`src/rtl/decode_params.svh`:
```
`ifndef DECODE_PARAMS_SVH
`define DECODE_PARAMS_SVH

// datapath and register file sizing
`define DATA_W   32
`define REG_CNT  32
`define REG_AW   5

// return address register for jal and linking branches
`define LINK_REG 31

`endif
```
`src/rtl/decodePkg.sv`:
```
package decodePkg;

    ////////////////////
    // opcode classes
    ////////////////////

    // primary opcode field, instruction[31:26]
    typedef enum logic [3:0] {
        opRType    = 4'h0,  // special, funct decides
        opRegImm   = 4'h1,  // bltz/bgez and the linking forms
        opJump     = 4'h2,
        opJal      = 4'h3,
        opBranch   = 4'h4,  // beq, bne, blez, bgtz
        opArithImm = 4'h5,  // addi .. sltiu
        opLogicImm = 4'h6,  // andi, ori, xori
        opLui      = 4'h7,
        opLoad     = 4'h8,
        opStore    = 4'h9,
        opOther    = 4'hf
    } opKindT;

    ////////////////////
    // write-back mux
    ////////////////////

    typedef enum logic [1:0] {
        wsAlu  = 2'd0,
        wsMem  = 2'd1,
        wsLink = 2'd2   // return address
    } wbSrcT;

endpackage

```
`src/rtl/decodeIf.sv`:
```
`include "decode_params.svh"

// decoded fields of the instruction currently in ID
interface decodeIf
    import decodePkg::*;
();
    logic [`REG_AW-1:0] rs;
    logic [`REG_AW-1:0] rt;
    logic [`REG_AW-1:0] rd;
    logic [15:0]        imm;
    logic [25:0]        target;  // j/jal word target
    opKindT             kind;

    // decoder side
    modport src (
        output rs, rt, rd, imm, target, kind
    );

    // register file and operand register side
    modport dst (
        input  rs, rt, rd, imm, target, kind
    );

endinterface

```
`src/rtl/idecodeTop.sv`:
```
`include "decode_params.svh"

module idecodeTop
    import decodePkg::*;
(
    input  logic               clock,
    input  logic               arstN,
    // instruction being decoded
    input  logic [`DATA_W-1:0] instruction,
    // write-back from an older instruction
    input  logic [`DATA_W-1:0] pcPlus4,
    input  logic [`DATA_W-1:0] wbData,
    input  logic [`DATA_W-1:0] aluResult,
    input  logic               memToReg,
    input  logic [`REG_AW-1:0] waddr,
    input  logic               jal,
    input  logic               jalr,
    input  logic               bgezal,
    input  logic               bltzal,
    input  logic               negative,
    input  logic               regWrite,
    // to EX, one cycle after decode
    output logic [25:0]        jumpPc,
    output logic [`DATA_W-1:0] readData1,
    output logic [`DATA_W-1:0] readData2,
    output logic [`REG_AW-1:0] writeAddrR,
    output logic [`REG_AW-1:0] writeAddrI,
    output logic [`DATA_W-1:0] writeData,  // combinational
    output logic [`DATA_W-1:0] extImm,
    output logic [`REG_AW-1:0] rs,
    output opKindT             opKind
);

    logic [`DATA_W-1:0] readA;
    logic [`DATA_W-1:0] readB;

    decodeIf fields ();

    instrDecoder instrDecoder_i (
        .instruction (instruction),
        .fields      (fields)
    );

    regFileWb regFileWb_i (
        .clock     (clock),
        .arstN     (arstN),
        .fields    (fields),
        .pcPlus4   (pcPlus4),
        .wbData    (wbData),
        .aluResult (aluResult),
        .memToReg  (memToReg),
        .waddr     (waddr),
        .jal       (jal),
        .jalr      (jalr),
        .bgezal    (bgezal),
        .bltzal    (bltzal),
        .negative  (negative),
        .regWrite  (regWrite),
        .readA     (readA),
        .readB     (readB),
        .writeData (writeData)
    );

    operandStage operandStage_i (
        .clock      (clock),
        .arstN      (arstN),
        .fields     (fields),
        .readA      (readA),
        .readB      (readB),
        .jumpPc     (jumpPc),
        .readData1  (readData1),
        .readData2  (readData2),
        .extImm     (extImm),
        .writeAddrR (writeAddrR),
        .writeAddrI (writeAddrI),
        .rs         (rs),
        .opKind     (opKind)
    );

endmodule

```
`src/rtl/operandStage.sv`:
```
`include "decode_params.svh"

module operandStage
    import decodePkg::*;
(
    input  logic               clock,
    input  logic               arstN,
    decodeIf.dst               fields,
    input  logic [`DATA_W-1:0] readA,
    input  logic [`DATA_W-1:0] readB,
    output logic [25:0]        jumpPc,
    output logic [`DATA_W-1:0] readData1,
    output logic [`DATA_W-1:0] readData2,
    output logic [`DATA_W-1:0] extImm,
    output logic [`REG_AW-1:0] writeAddrR,  // rd, R-type destination
    output logic [`REG_AW-1:0] writeAddrI,  // rt, I-type destination
    output logic [`REG_AW-1:0] rs,
    output opKindT             opKind
);

    logic [`DATA_W-1:0] immNext;

    ////////////////////
    // immediate extend
    ////////////////////

    // logical immediates are unsigned, everything else sign extends
    always_comb begin
        if (fields.kind == opLogicImm) begin
            immNext = {{(`DATA_W-16){1'b0}}, fields.imm};
        end else begin
            immNext = {{(`DATA_W-16){fields.imm[15]}}, fields.imm};
        end
    end

    ////////////////////
    // ID/EX register
    ////////////////////

    always_ff @(posedge clock or negedge arstN) begin
        if (!arstN) begin
            jumpPc     <= '0;
            readData1  <= '0;
            readData2  <= '0;
            extImm     <= '0;
            writeAddrR <= '0;
            writeAddrI <= '0;
            rs         <= '0;
            opKind     <= opOther;
        end else begin
            jumpPc     <= fields.target;
            readData1  <= readA;
            readData2  <= readB;
            extImm     <= immNext;
            writeAddrR <= fields.rd;
            writeAddrI <= fields.rt;
            rs         <= fields.rs;
            opKind     <= fields.kind;
        end
    end

endmodule

```
`src/rtl/regFileWb.sv`:
```
`include "decode_params.svh"

module regFileWb
    import decodePkg::*;
(
    input  logic               clock,
    input  logic               arstN,
    decodeIf.dst               fields,
    input  logic [`DATA_W-1:0] pcPlus4,
    input  logic [`DATA_W-1:0] wbData,     // load data
    input  logic [`DATA_W-1:0] aluResult,
    input  logic               memToReg,
    input  logic [`REG_AW-1:0] waddr,
    input  logic               jal,
    input  logic               jalr,
    input  logic               bgezal,
    input  logic               bltzal,
    input  logic               negative,   // sign of rs for the linking branches
    input  logic               regWrite,
    output logic [`DATA_W-1:0] readA,
    output logic [`DATA_W-1:0] readB,
    output logic [`DATA_W-1:0] writeData
);

    logic [`DATA_W-1:0] regs [`REG_CNT];
    logic               linkBr;   // branch-and-link taken
    logic               link;
    wbSrcT              wbSrc;
    logic [`REG_AW-1:0] wrAddr;
    logic               wrEn;

    ////////////////////
    // write-back select
    ////////////////////

    assign linkBr = (bgezal & ~negative) | (bltzal & negative);
    assign link   = jal | jalr | linkBr;
    assign wbSrc  = link ? wsLink : (memToReg ? wsMem : wsAlu);
    assign wrEn   = regWrite | link;

    always_comb begin
        if (jal || (!jalr && linkBr)) begin
            wrAddr = `REG_AW'(`LINK_REG);
        end else begin
            wrAddr = waddr;  // jalr names its own link register
        end
    end

    always_comb begin
        case (wbSrc)
            wsLink:  writeData = pcPlus4;
            wsMem:   writeData = wbData;
            default: writeData = aluResult;
        endcase
    end

    ////////////////////
    // storage
    ////////////////////

    always_ff @(posedge clock or negedge arstN) begin
        if (!arstN) begin
            for (int i = 0; i < `REG_CNT; i++) begin
                regs[i] <= '0;
            end
        end else if (wrEn && wrAddr != '0) begin  // $0 stays zero
            regs[wrAddr] <= writeData;
        end
    end

    // no bypass, same-edge writes show up next cycle
    assign readA = regs[fields.rs];
    assign readB = regs[fields.rt];

endmodule

```
`src/rtl/instrDecoder.sv`:
```
`include "decode_params.svh"

module instrDecoder
    import decodePkg::*;
(
    input  logic [`DATA_W-1:0] instruction,
    decodeIf.src               fields
);

    logic [5:0] opcode;

    assign opcode = instruction[31:26];

    ////////////////////
    // field split
    ////////////////////

    assign fields.rs     = instruction[25:21];
    assign fields.rt     = instruction[20:16];
    assign fields.rd     = instruction[15:11];
    assign fields.imm    = instruction[15:0];
    assign fields.target = instruction[25:0];

    ////////////////////
    // opcode class
    ////////////////////

    always_comb begin
        case (opcode)
            6'd0: begin
                fields.kind = opRType;
            end
            6'd1: begin
                fields.kind = opRegImm;  // rt picks the variant
            end
            6'd2: begin
                fields.kind = opJump;
            end
            6'd3: begin
                fields.kind = opJal;
            end
            6'd4, 6'd5, 6'd6, 6'd7: begin
                fields.kind = opBranch;
            end
            6'd8, 6'd9, 6'd10, 6'd11: begin
                fields.kind = opArithImm;
            end
            6'd12, 6'd13, 6'd14: begin
                fields.kind = opLogicImm;
            end
            6'd15: begin
                fields.kind = opLui;
            end
            6'd32, 6'd33, 6'd34, 6'd35, 6'd36, 6'd37: begin
                fields.kind = opLoad;    // lb .. lhu, lwl
            end
            6'd40, 6'd41, 6'd42, 6'd43: begin
                fields.kind = opStore;
            end
            default: begin
                fields.kind = opOther;
            end
        endcase
    end

endmodule

```
`config.mk`:
```
export PLATFORM = sky130hd
export DESIGN_NAME = idecodeTop
export DESIGN_NICKNAME = d
export VERILOG_FILES = /design/src/rtl/decodePkg.sv /design/src/rtl/decodeIf.sv /design/src/rtl/idecodeTop.sv /design/src/rtl/operandStage.sv /design/src/rtl/regFileWb.sv /design/src/rtl/instrDecoder.sv
export VERILOG_INCLUDE_DIRS = /design/src /design/src/rtl
export SDC_FILE = /design/constraint.sdc
export NUM_CORES = 2
export LEC_CHECK = 0
export ABC_AREA = 0
export BUFFER_PORTS_ARGS = -buffer_cell sky130_fd_sc_hd__buf_2
export CAP_MARGIN = 20
export CELL_PAD_IN_SITES_DETAIL_PLACEMENT = 1
export CELL_PAD_IN_SITES_GLOBAL_PLACEMENT = 1
export CORE_AREA = 2 2 409 411
export DETAILED_ROUTE_END_ITERATION = 10
export DIE_AREA = 0 0 411 413
export PLACE_DENSITY_LB_ADDON = 0.15
export SETUP_SLACK_MARGIN = 0.2
export SLEW_MARGIN = 10
export SYNTH_ARGS = -nofsm -noshare
export SYNTH_HDL_FRONTEND = slang
export SYNTH_SLANG_ARGS = --single-unit
```
`constraint.sdc`:
```
create_clock -name clock -period 1.99 [get_ports clock]
set_input_delay 0.2985 -clock clock [delete_from_list [all_inputs] [get_ports clock]]
set_output_delay 0.2985 -clock clock [all_outputs]
set_load 0.01 [all_outputs]
```
# ---- Word-level counts from Yosys, hierarchy flattened
# Memories as Yosys holds them, arrays and structs flattened.
# Cells that the tools add are included.
# W data, S select, Z words.
dict set report word_totals {
  reg_bits 1165
  latchBits 0
  ramBits 0
  mem_bits_ro 256
  in_bits 142
  output_inout_bits 173
  word_cells 78
  n_memories 1
}
dict set report op_classes {
  addsub 0
  n_mul 0
  div 0
  n_lt_le_gt_ge 4
  eq_ne 3
  shifts 0
  mux 14
  bitwise_logic 10
  n_reduce_logical 6
}
# memory words width read_ports rd_clocked_by_memory_dff wr line
set memory_table {}
lappend memory_table {{(no name shown)} 64 4 1 0 0 instrDecoder.sv:29} ;# case (opcode)
# op n
set op_table {}
lappend op_table {{$bwmux W1024} 1}
lappend op_table {{$bmux W32 S5} 2}
lappend op_table {{$mux W32} 6}
lappend op_table {{$demux W32 S5} 1}
lappend op_table {{$pmux W32 S2} 1}
lappend op_table {{$ge A6 B6 Y1 const B} 3}
lappend op_table {{$not A5 Y6} 3}
lappend op_table {{$lt A6 B1 Y1 const B} 1}
lappend op_table {{$mux W5} 1}
lappend op_table {{$reduce_bool A5 Y1} 1}
lappend op_table {{$eq A4 B3 Y1 const B} 1}
lappend op_table {{$or A1 B1 Y1} 4}
lappend op_table {{$logic_and A1 B1 Y1} 3}
lappend op_table {{$and A1 B1 Y1} 2}
lappend op_table {{$eq A2 B1 Y1 const B} 1}
lappend op_table {{$eq A2 B2 Y1 const B} 1}
lappend op_table {{$mux W2} 1}
lappend op_table {{$logic_not A1 Y1} 1}
lappend op_table {{$logic_or A1 B1 Y1} 1}
lappend op_table {{$mux W1} 1}
lappend op_table {{$not A1 Y1} 1}

# ---- Depth between registers and ports, before layout
dict set report logic_depth {
  word_depth 12
  depth_mapped 8
  ltp_nobuf 6
}

# ---- Hierarchy
# From an unflattened synthesis, not the netlist that was laid out.
dict set report unflattened {
  hier_cells 4959
  area_unflattened_um2 60625.6
}
# module n_inst cells_each area_each_um2 seq_area_each_um2
set by_module_without_submodules {}
lappend by_module_without_submodules {regFileWb 1 4746 56828.3 25624.6}
lappend by_module_without_submodules {operandStage 1 143 3283.1 3158.0}
lappend by_module_without_submodules {instrDecoder 1 70 514.2 0.0}

# ---- Worst setup path before layout
# No wires, ideal clock.
dict set report synth_timing {
  path_type {input to register}
  from {input port waddr[3]}
  to {register regFileWb_i.regs[289] (netlist name)}
  setup_ns 0.125
  arrival_ns 1.707
  required_time_ns 1.865
  path_slack_ns 0.158
  cell_stages 7
  n_path_buf 2
  path_cell_list {buf_2 -> nand2b_1 -> nor2_2 -> nand2_1 -> nor2_2 -> buf_4 -> mux2_2}
}
dict set report synth_via {
  elab_chain_cells 7
  elab_cells_between_ends 10
  classes_between {order compare (2); mux (4); bitwise (1); reduce/logical (3)}
}
# element line
set synth_rtl {}
lappend synth_rtl {{start: declaration} idecodeTop.sv:15} ;# input logic [`REG_AW-1:0] waddr,
lappend synth_rtl {{$mux W5 *} regFileWb.sv:42} ;# if (jal || (!jalr && linkBr)) begin
lappend synth_rtl {{$not A5 Y6 (not written as such)} regFileWb.sv:67} ;# regs[wrAddr] <= writeData;
lappend synth_rtl {{$ge A6 B6 Y1 (not written as such) or $lt A6 B1 Y1 (tied branches)} regFileWb.sv:67}
lappend synth_rtl {{$logic_and A1 B1 Y1 (not written as such)} regFileWb.sv:67}
lappend synth_rtl {{$mux W32 (not written as such)} regFileWb.sv:67}
lappend synth_rtl {{$demux W32 S5} regFileWb.sv:67}
lappend synth_rtl {{$bwmux W1024} regFileWb.sv:67}
lappend synth_rtl {{end signal: indexed assignment} regFileWb.sv:67}
lappend synth_rtl {{end: declaration} regFileWb.sv:25} ;# logic [`DATA_W-1:0] regs [`REG_CNT];
# Mark *: on every way between the ends. The rest lies on a longest branch, timed or not.
# A chain may end at the register's enable or synchronous reset.

# ---- Final worst setup path
dict set report layout_timing {
  from {input port negative}
  to {output port writeData[23]}
}
dict set report layout_via {
  elab_chain_cells 7
  elab_cells_between_ends 9
  classes_between {eq/ne (2); mux (2); bitwise (5)}
}
# element line
set layout_rtl {}
lappend layout_rtl {{start: declaration} idecodeTop.sv:20} ;# input logic negative,
lappend layout_rtl {{$not A1 Y1} regFileWb.sv:36} ;# assign linkBr = (bgezal & ~negative) | (bltzal & negative);
lappend layout_rtl {{$and A1 B1 Y1} regFileWb.sv:36}
lappend layout_rtl {{$or A1 B1 Y1 *} regFileWb.sv:36}
lappend layout_rtl {{$or A1 B1 Y1 *} regFileWb.sv:37} ;# assign link = jal | jalr | linkBr;
lappend layout_rtl {{$mux W2 *} regFileWb.sv:38} ;# assign wbSrc = link ? wsLink : (memToReg ? wsMem : wsAlu);
lappend layout_rtl {{$eq A2 B1 Y1 or $eq A2 B2 Y1 (tied branches)} regFileWb.sv:50} ;# case (wbSrc)
lappend layout_rtl {{$pmux W32 S2 *} regFileWb.sv:50}
lappend layout_rtl {{end: declaration} idecodeTop.sv:28} ;# output logic [`DATA_W-1:0] writeData,
# Marked as above.

==> results.py <==
metrics = {
    "cts": {
        "htree_levels": 4,
        "cts-root-buf": "clkbuf_16",
        "cts_sinks": 1119,
        "cts_buffer_depth": 3,
        "clk_pin_slew_ns": 0.05,
        "numCtsBuffers": 139,
        "cts_tree": "built",
        "clock_latency_ns": 0.81,
    },
    "worst_setup_path": {
        "critical_path_arrival_ns": 1.92,
        "r2r-start": "regFileWb_i.regs[929]$_DFFE_PN0P_",
        "reg2reg_depth": 5,
        "cp.required_ns": 1.69,
        "crit_path_end_kind": "primary output",
        "critPathLaunchType": "primary input",
        "crit_fanout": 8,
        "r2r-end": "operandStage_i.readData1[1]$_DFF_PN0_",
        "crit_type": "in2out",
        "rrSetupSlack_ns": 0.34,
    },
    "power": {
        "p_leak_nw": 35.0,
        "power_mw": 67.9,
        "p_per_area_mw_per_mm2": 924,
        "vdd_drop_max_mv": 0.879,
    },
    "logic_synthesis": {
        "yosys_register_bits": 1119,
        "synth_edf_count": 0,
        "synth_top_family_by_area": "multiplexers",
        "synth_xor_area_frac": 0,
        "async_flop_share": 1.00,
        "yosysUniqueCellTypes": 51,
        "synth.avg_cell_area_um2": 9.91,
        "yosys.area_share.simple": 0.102,
        "synth_area_mm2": 0.0575,
        "synth_cells": 5802,
        "syn-num-nets": 5944,
        "yosys_warnings": 0,
        "synth_compound_area_frac": 0.147,
        "synth_fa_ha_area_frac": 0,
        "synth_mux_area_frac": 0.215,
        "ys_seq_area_frac": 0.487,
        "ys_dominant_reg_cell": "dfrtp_1",
    },
    "floorplanning": {
        "std_cell_rows": 150,
        "core-area_mm2": 0.166,
        "ios": 315,
        "initial_utilization": 0.347,
        "die_area_mm2": 0.170,
        "die_h_um": 413,
        "die_w_um": 411,
    },
    "routing": {
        "drtIter0Drc": 3083,
        "drcViolationCount": 0,
        "via_count": 47800,
        "first_pass_iters": 6,
        "routed_wl_um": 245000,
        "drtAntennaViolNets": 0,
        "avgRoutedWirePerCell_um": 28.1,
        "viasPerCell": 5.49,
    },
    "timing": {
        "skew_ns": 0.0277,
        "slew_violations": 0,
        "tns_ns": -3.63,
        "finalCritPeriodShare": 1.11,
        "report.final.hold_viol_count": 0,
        "setup_viol": 28,
        "rsz0062_at_grt": "true",
        "fmax_mhz": 451,
        "relSlewSlack": 0.532,
        "fin_crit_ns": 2.22,
        "setup_slack_ns": -0.227,
        "tightest_slew_ns": 0.700,
    },
    "layout": {
        "utilization": 0.443,
        "nets": 6522,
        "layout_common_cells": "dfrtp_1, mux2i_1, nand2_1",
        "drive_gt1_frac": 0.223,
        "final_common_cell": "dfrtp_1",
        "area_growth_syn_to_layout_pct": 27.8,
    },
    "grt": {
        "antenna_found_initial": 12,
        "grt_usage": 0.287,
        "grt_pass1_wl_um": 357000,
        "grt_start_max_net_pins": 71,
        "grt_pass1_vias": 50200,
        "overflow": 0,
    },
    "worst_hold_path": {
        "min_path_cells": 5,
        "holdPathEnd": "regFileWb_i.regs[188]$_DFFE_PN0P_",
        "min-delay-start": "pcPlus4[28]",
        "hp-class": "in2reg",
    },
    "run_status": {
        "status": "finished, violations left",
        "violations": "setup timing",
    },
    "placement": {
        "hpwl_um": 165000,
        "io_buffers": 314,
        "gp_congestion": 0.852,
    },
    "flow_run": {
        "cap_viol_max_count": 0,
    },
}
routing by layer:
metal  wire [um]  vias to the layer above  GRT usage
met5          52                        -          0
met4       10700                        8      0.121
met3       10300                      400     0.0420
met2      116000                     1063      0.474
met1      108000                    24600      0.375
li1            -                    21700          -
worst max path at each step:
stage | startpoint | end | slack [ns] | cells past startpoint
floorplan | waddr[2] | regFileWb_i.regs[161]$_DFFE_PN0P_ | 0.16 | 7
global placement | memToReg | writeData[17] | -0.64 | 7
detailed placement | memToReg | writeData[17] | -0.65 | 7
CTS | negative | writeData[1] | -0.25 | 9
global route | negative | writeData[23] | -0.27 | 11
finish | negative | writeData[23] | -0.23 | 11
synthesized netlist by cell type (all sizes together), types with 2 or more instances:
cell type,count,area [um2]
and2,3,18.8
nor4,2,42.5
mux2i,1057,10600
clkbuf,352,1320
dfstp,4,105
a21o,2,15.0
o2111ai,3,38.8
o21a,33,248
a31oi,64,400
or2,4,25.0
inv,33,124
buf,236,1310
o21ai,833,4170
mux2,160,1800
nand4b,2,47.6
nand2b,8,50.1
nand3,207,1110
nand3b,6,60.1
dfrtp,1115,27900
nor3,67,340
a21oi,194,971
nand4,2,18.8
nor2b,5,31.3
a22oi,192,1440
a22o,128,1120
nor2,15,76.3
nand2,1065,4000
timing repair:
item / in CTS / in global routing
hold buffers: 40 / 0
pin swaps: 9 / 24
setup buffers: 46 / 16
endpoints found under the setup margin: 48 / 52
hold endpoints to repair: 827 / 0
cloned: 2 / 1
gates resized for setup: 146 / 56
flip-flops by register name, summed over array words and instances, names as in the netlist:
name                      count
operandStage_i.extImm         1
operandStage_i.readData1     32
regFileWb_i.regs           1024
operandStage_i.jumpPc        26
operandStage_i.opKind         4
operandStage_i.readData2     32
kinds of logic after synthesis:
group	count (synthesis)
compound gates	1454
buf+inv	621
flops	1119
mux	1217
simple gates	1391
metrics by stage:
stage	instances	worst slack (ns)	cell area (um2)	hold slack (ns)
after global routing	8701	-0.267	73500	0.109
after detailed placement	8338	-0.645	66900	0.212
final	8705	-0.227	73500	0.120
after global placement	8338	-0.643	66900	0.215
after CTS	8680	-0.247	73100	0.0508
after floorplan	5802	0.158	57500	0.00291
final cells by class:
class,instances,area (um2)
antenna,8,20.0
clock buffer,198,4020
clock inverter,56,759
fill,18200,92400
inverter,33,208
multi-input combinational,4062,27300
sequential,1119,28000
tap,2204,2760
timing repair buffer,1025,10500
where the power goes:
| group | switching, mW | total, mW | internal, mW |
|---|---|---|---|
| registers | 2.65 | 28.7 | 26.0 |
| logic | 6.93 | 12.5 | 5.57 |
| clock network | 10.8 | 26.8 | 16.0 |
critical path, stage by stage:
cell	delay (ns)
buf_8	0.08
mux2i_4	0.23
buf_12	0.16
nand2_8	0.07
buf_12	0.16
buf_16	0.18
buf_6	0.15
o21a_1	0.21
buf_12	0.13
clkinvlp_4	0.11
buf_6	0.12
No activity file was read; power rests on OpenSTA's default activity.
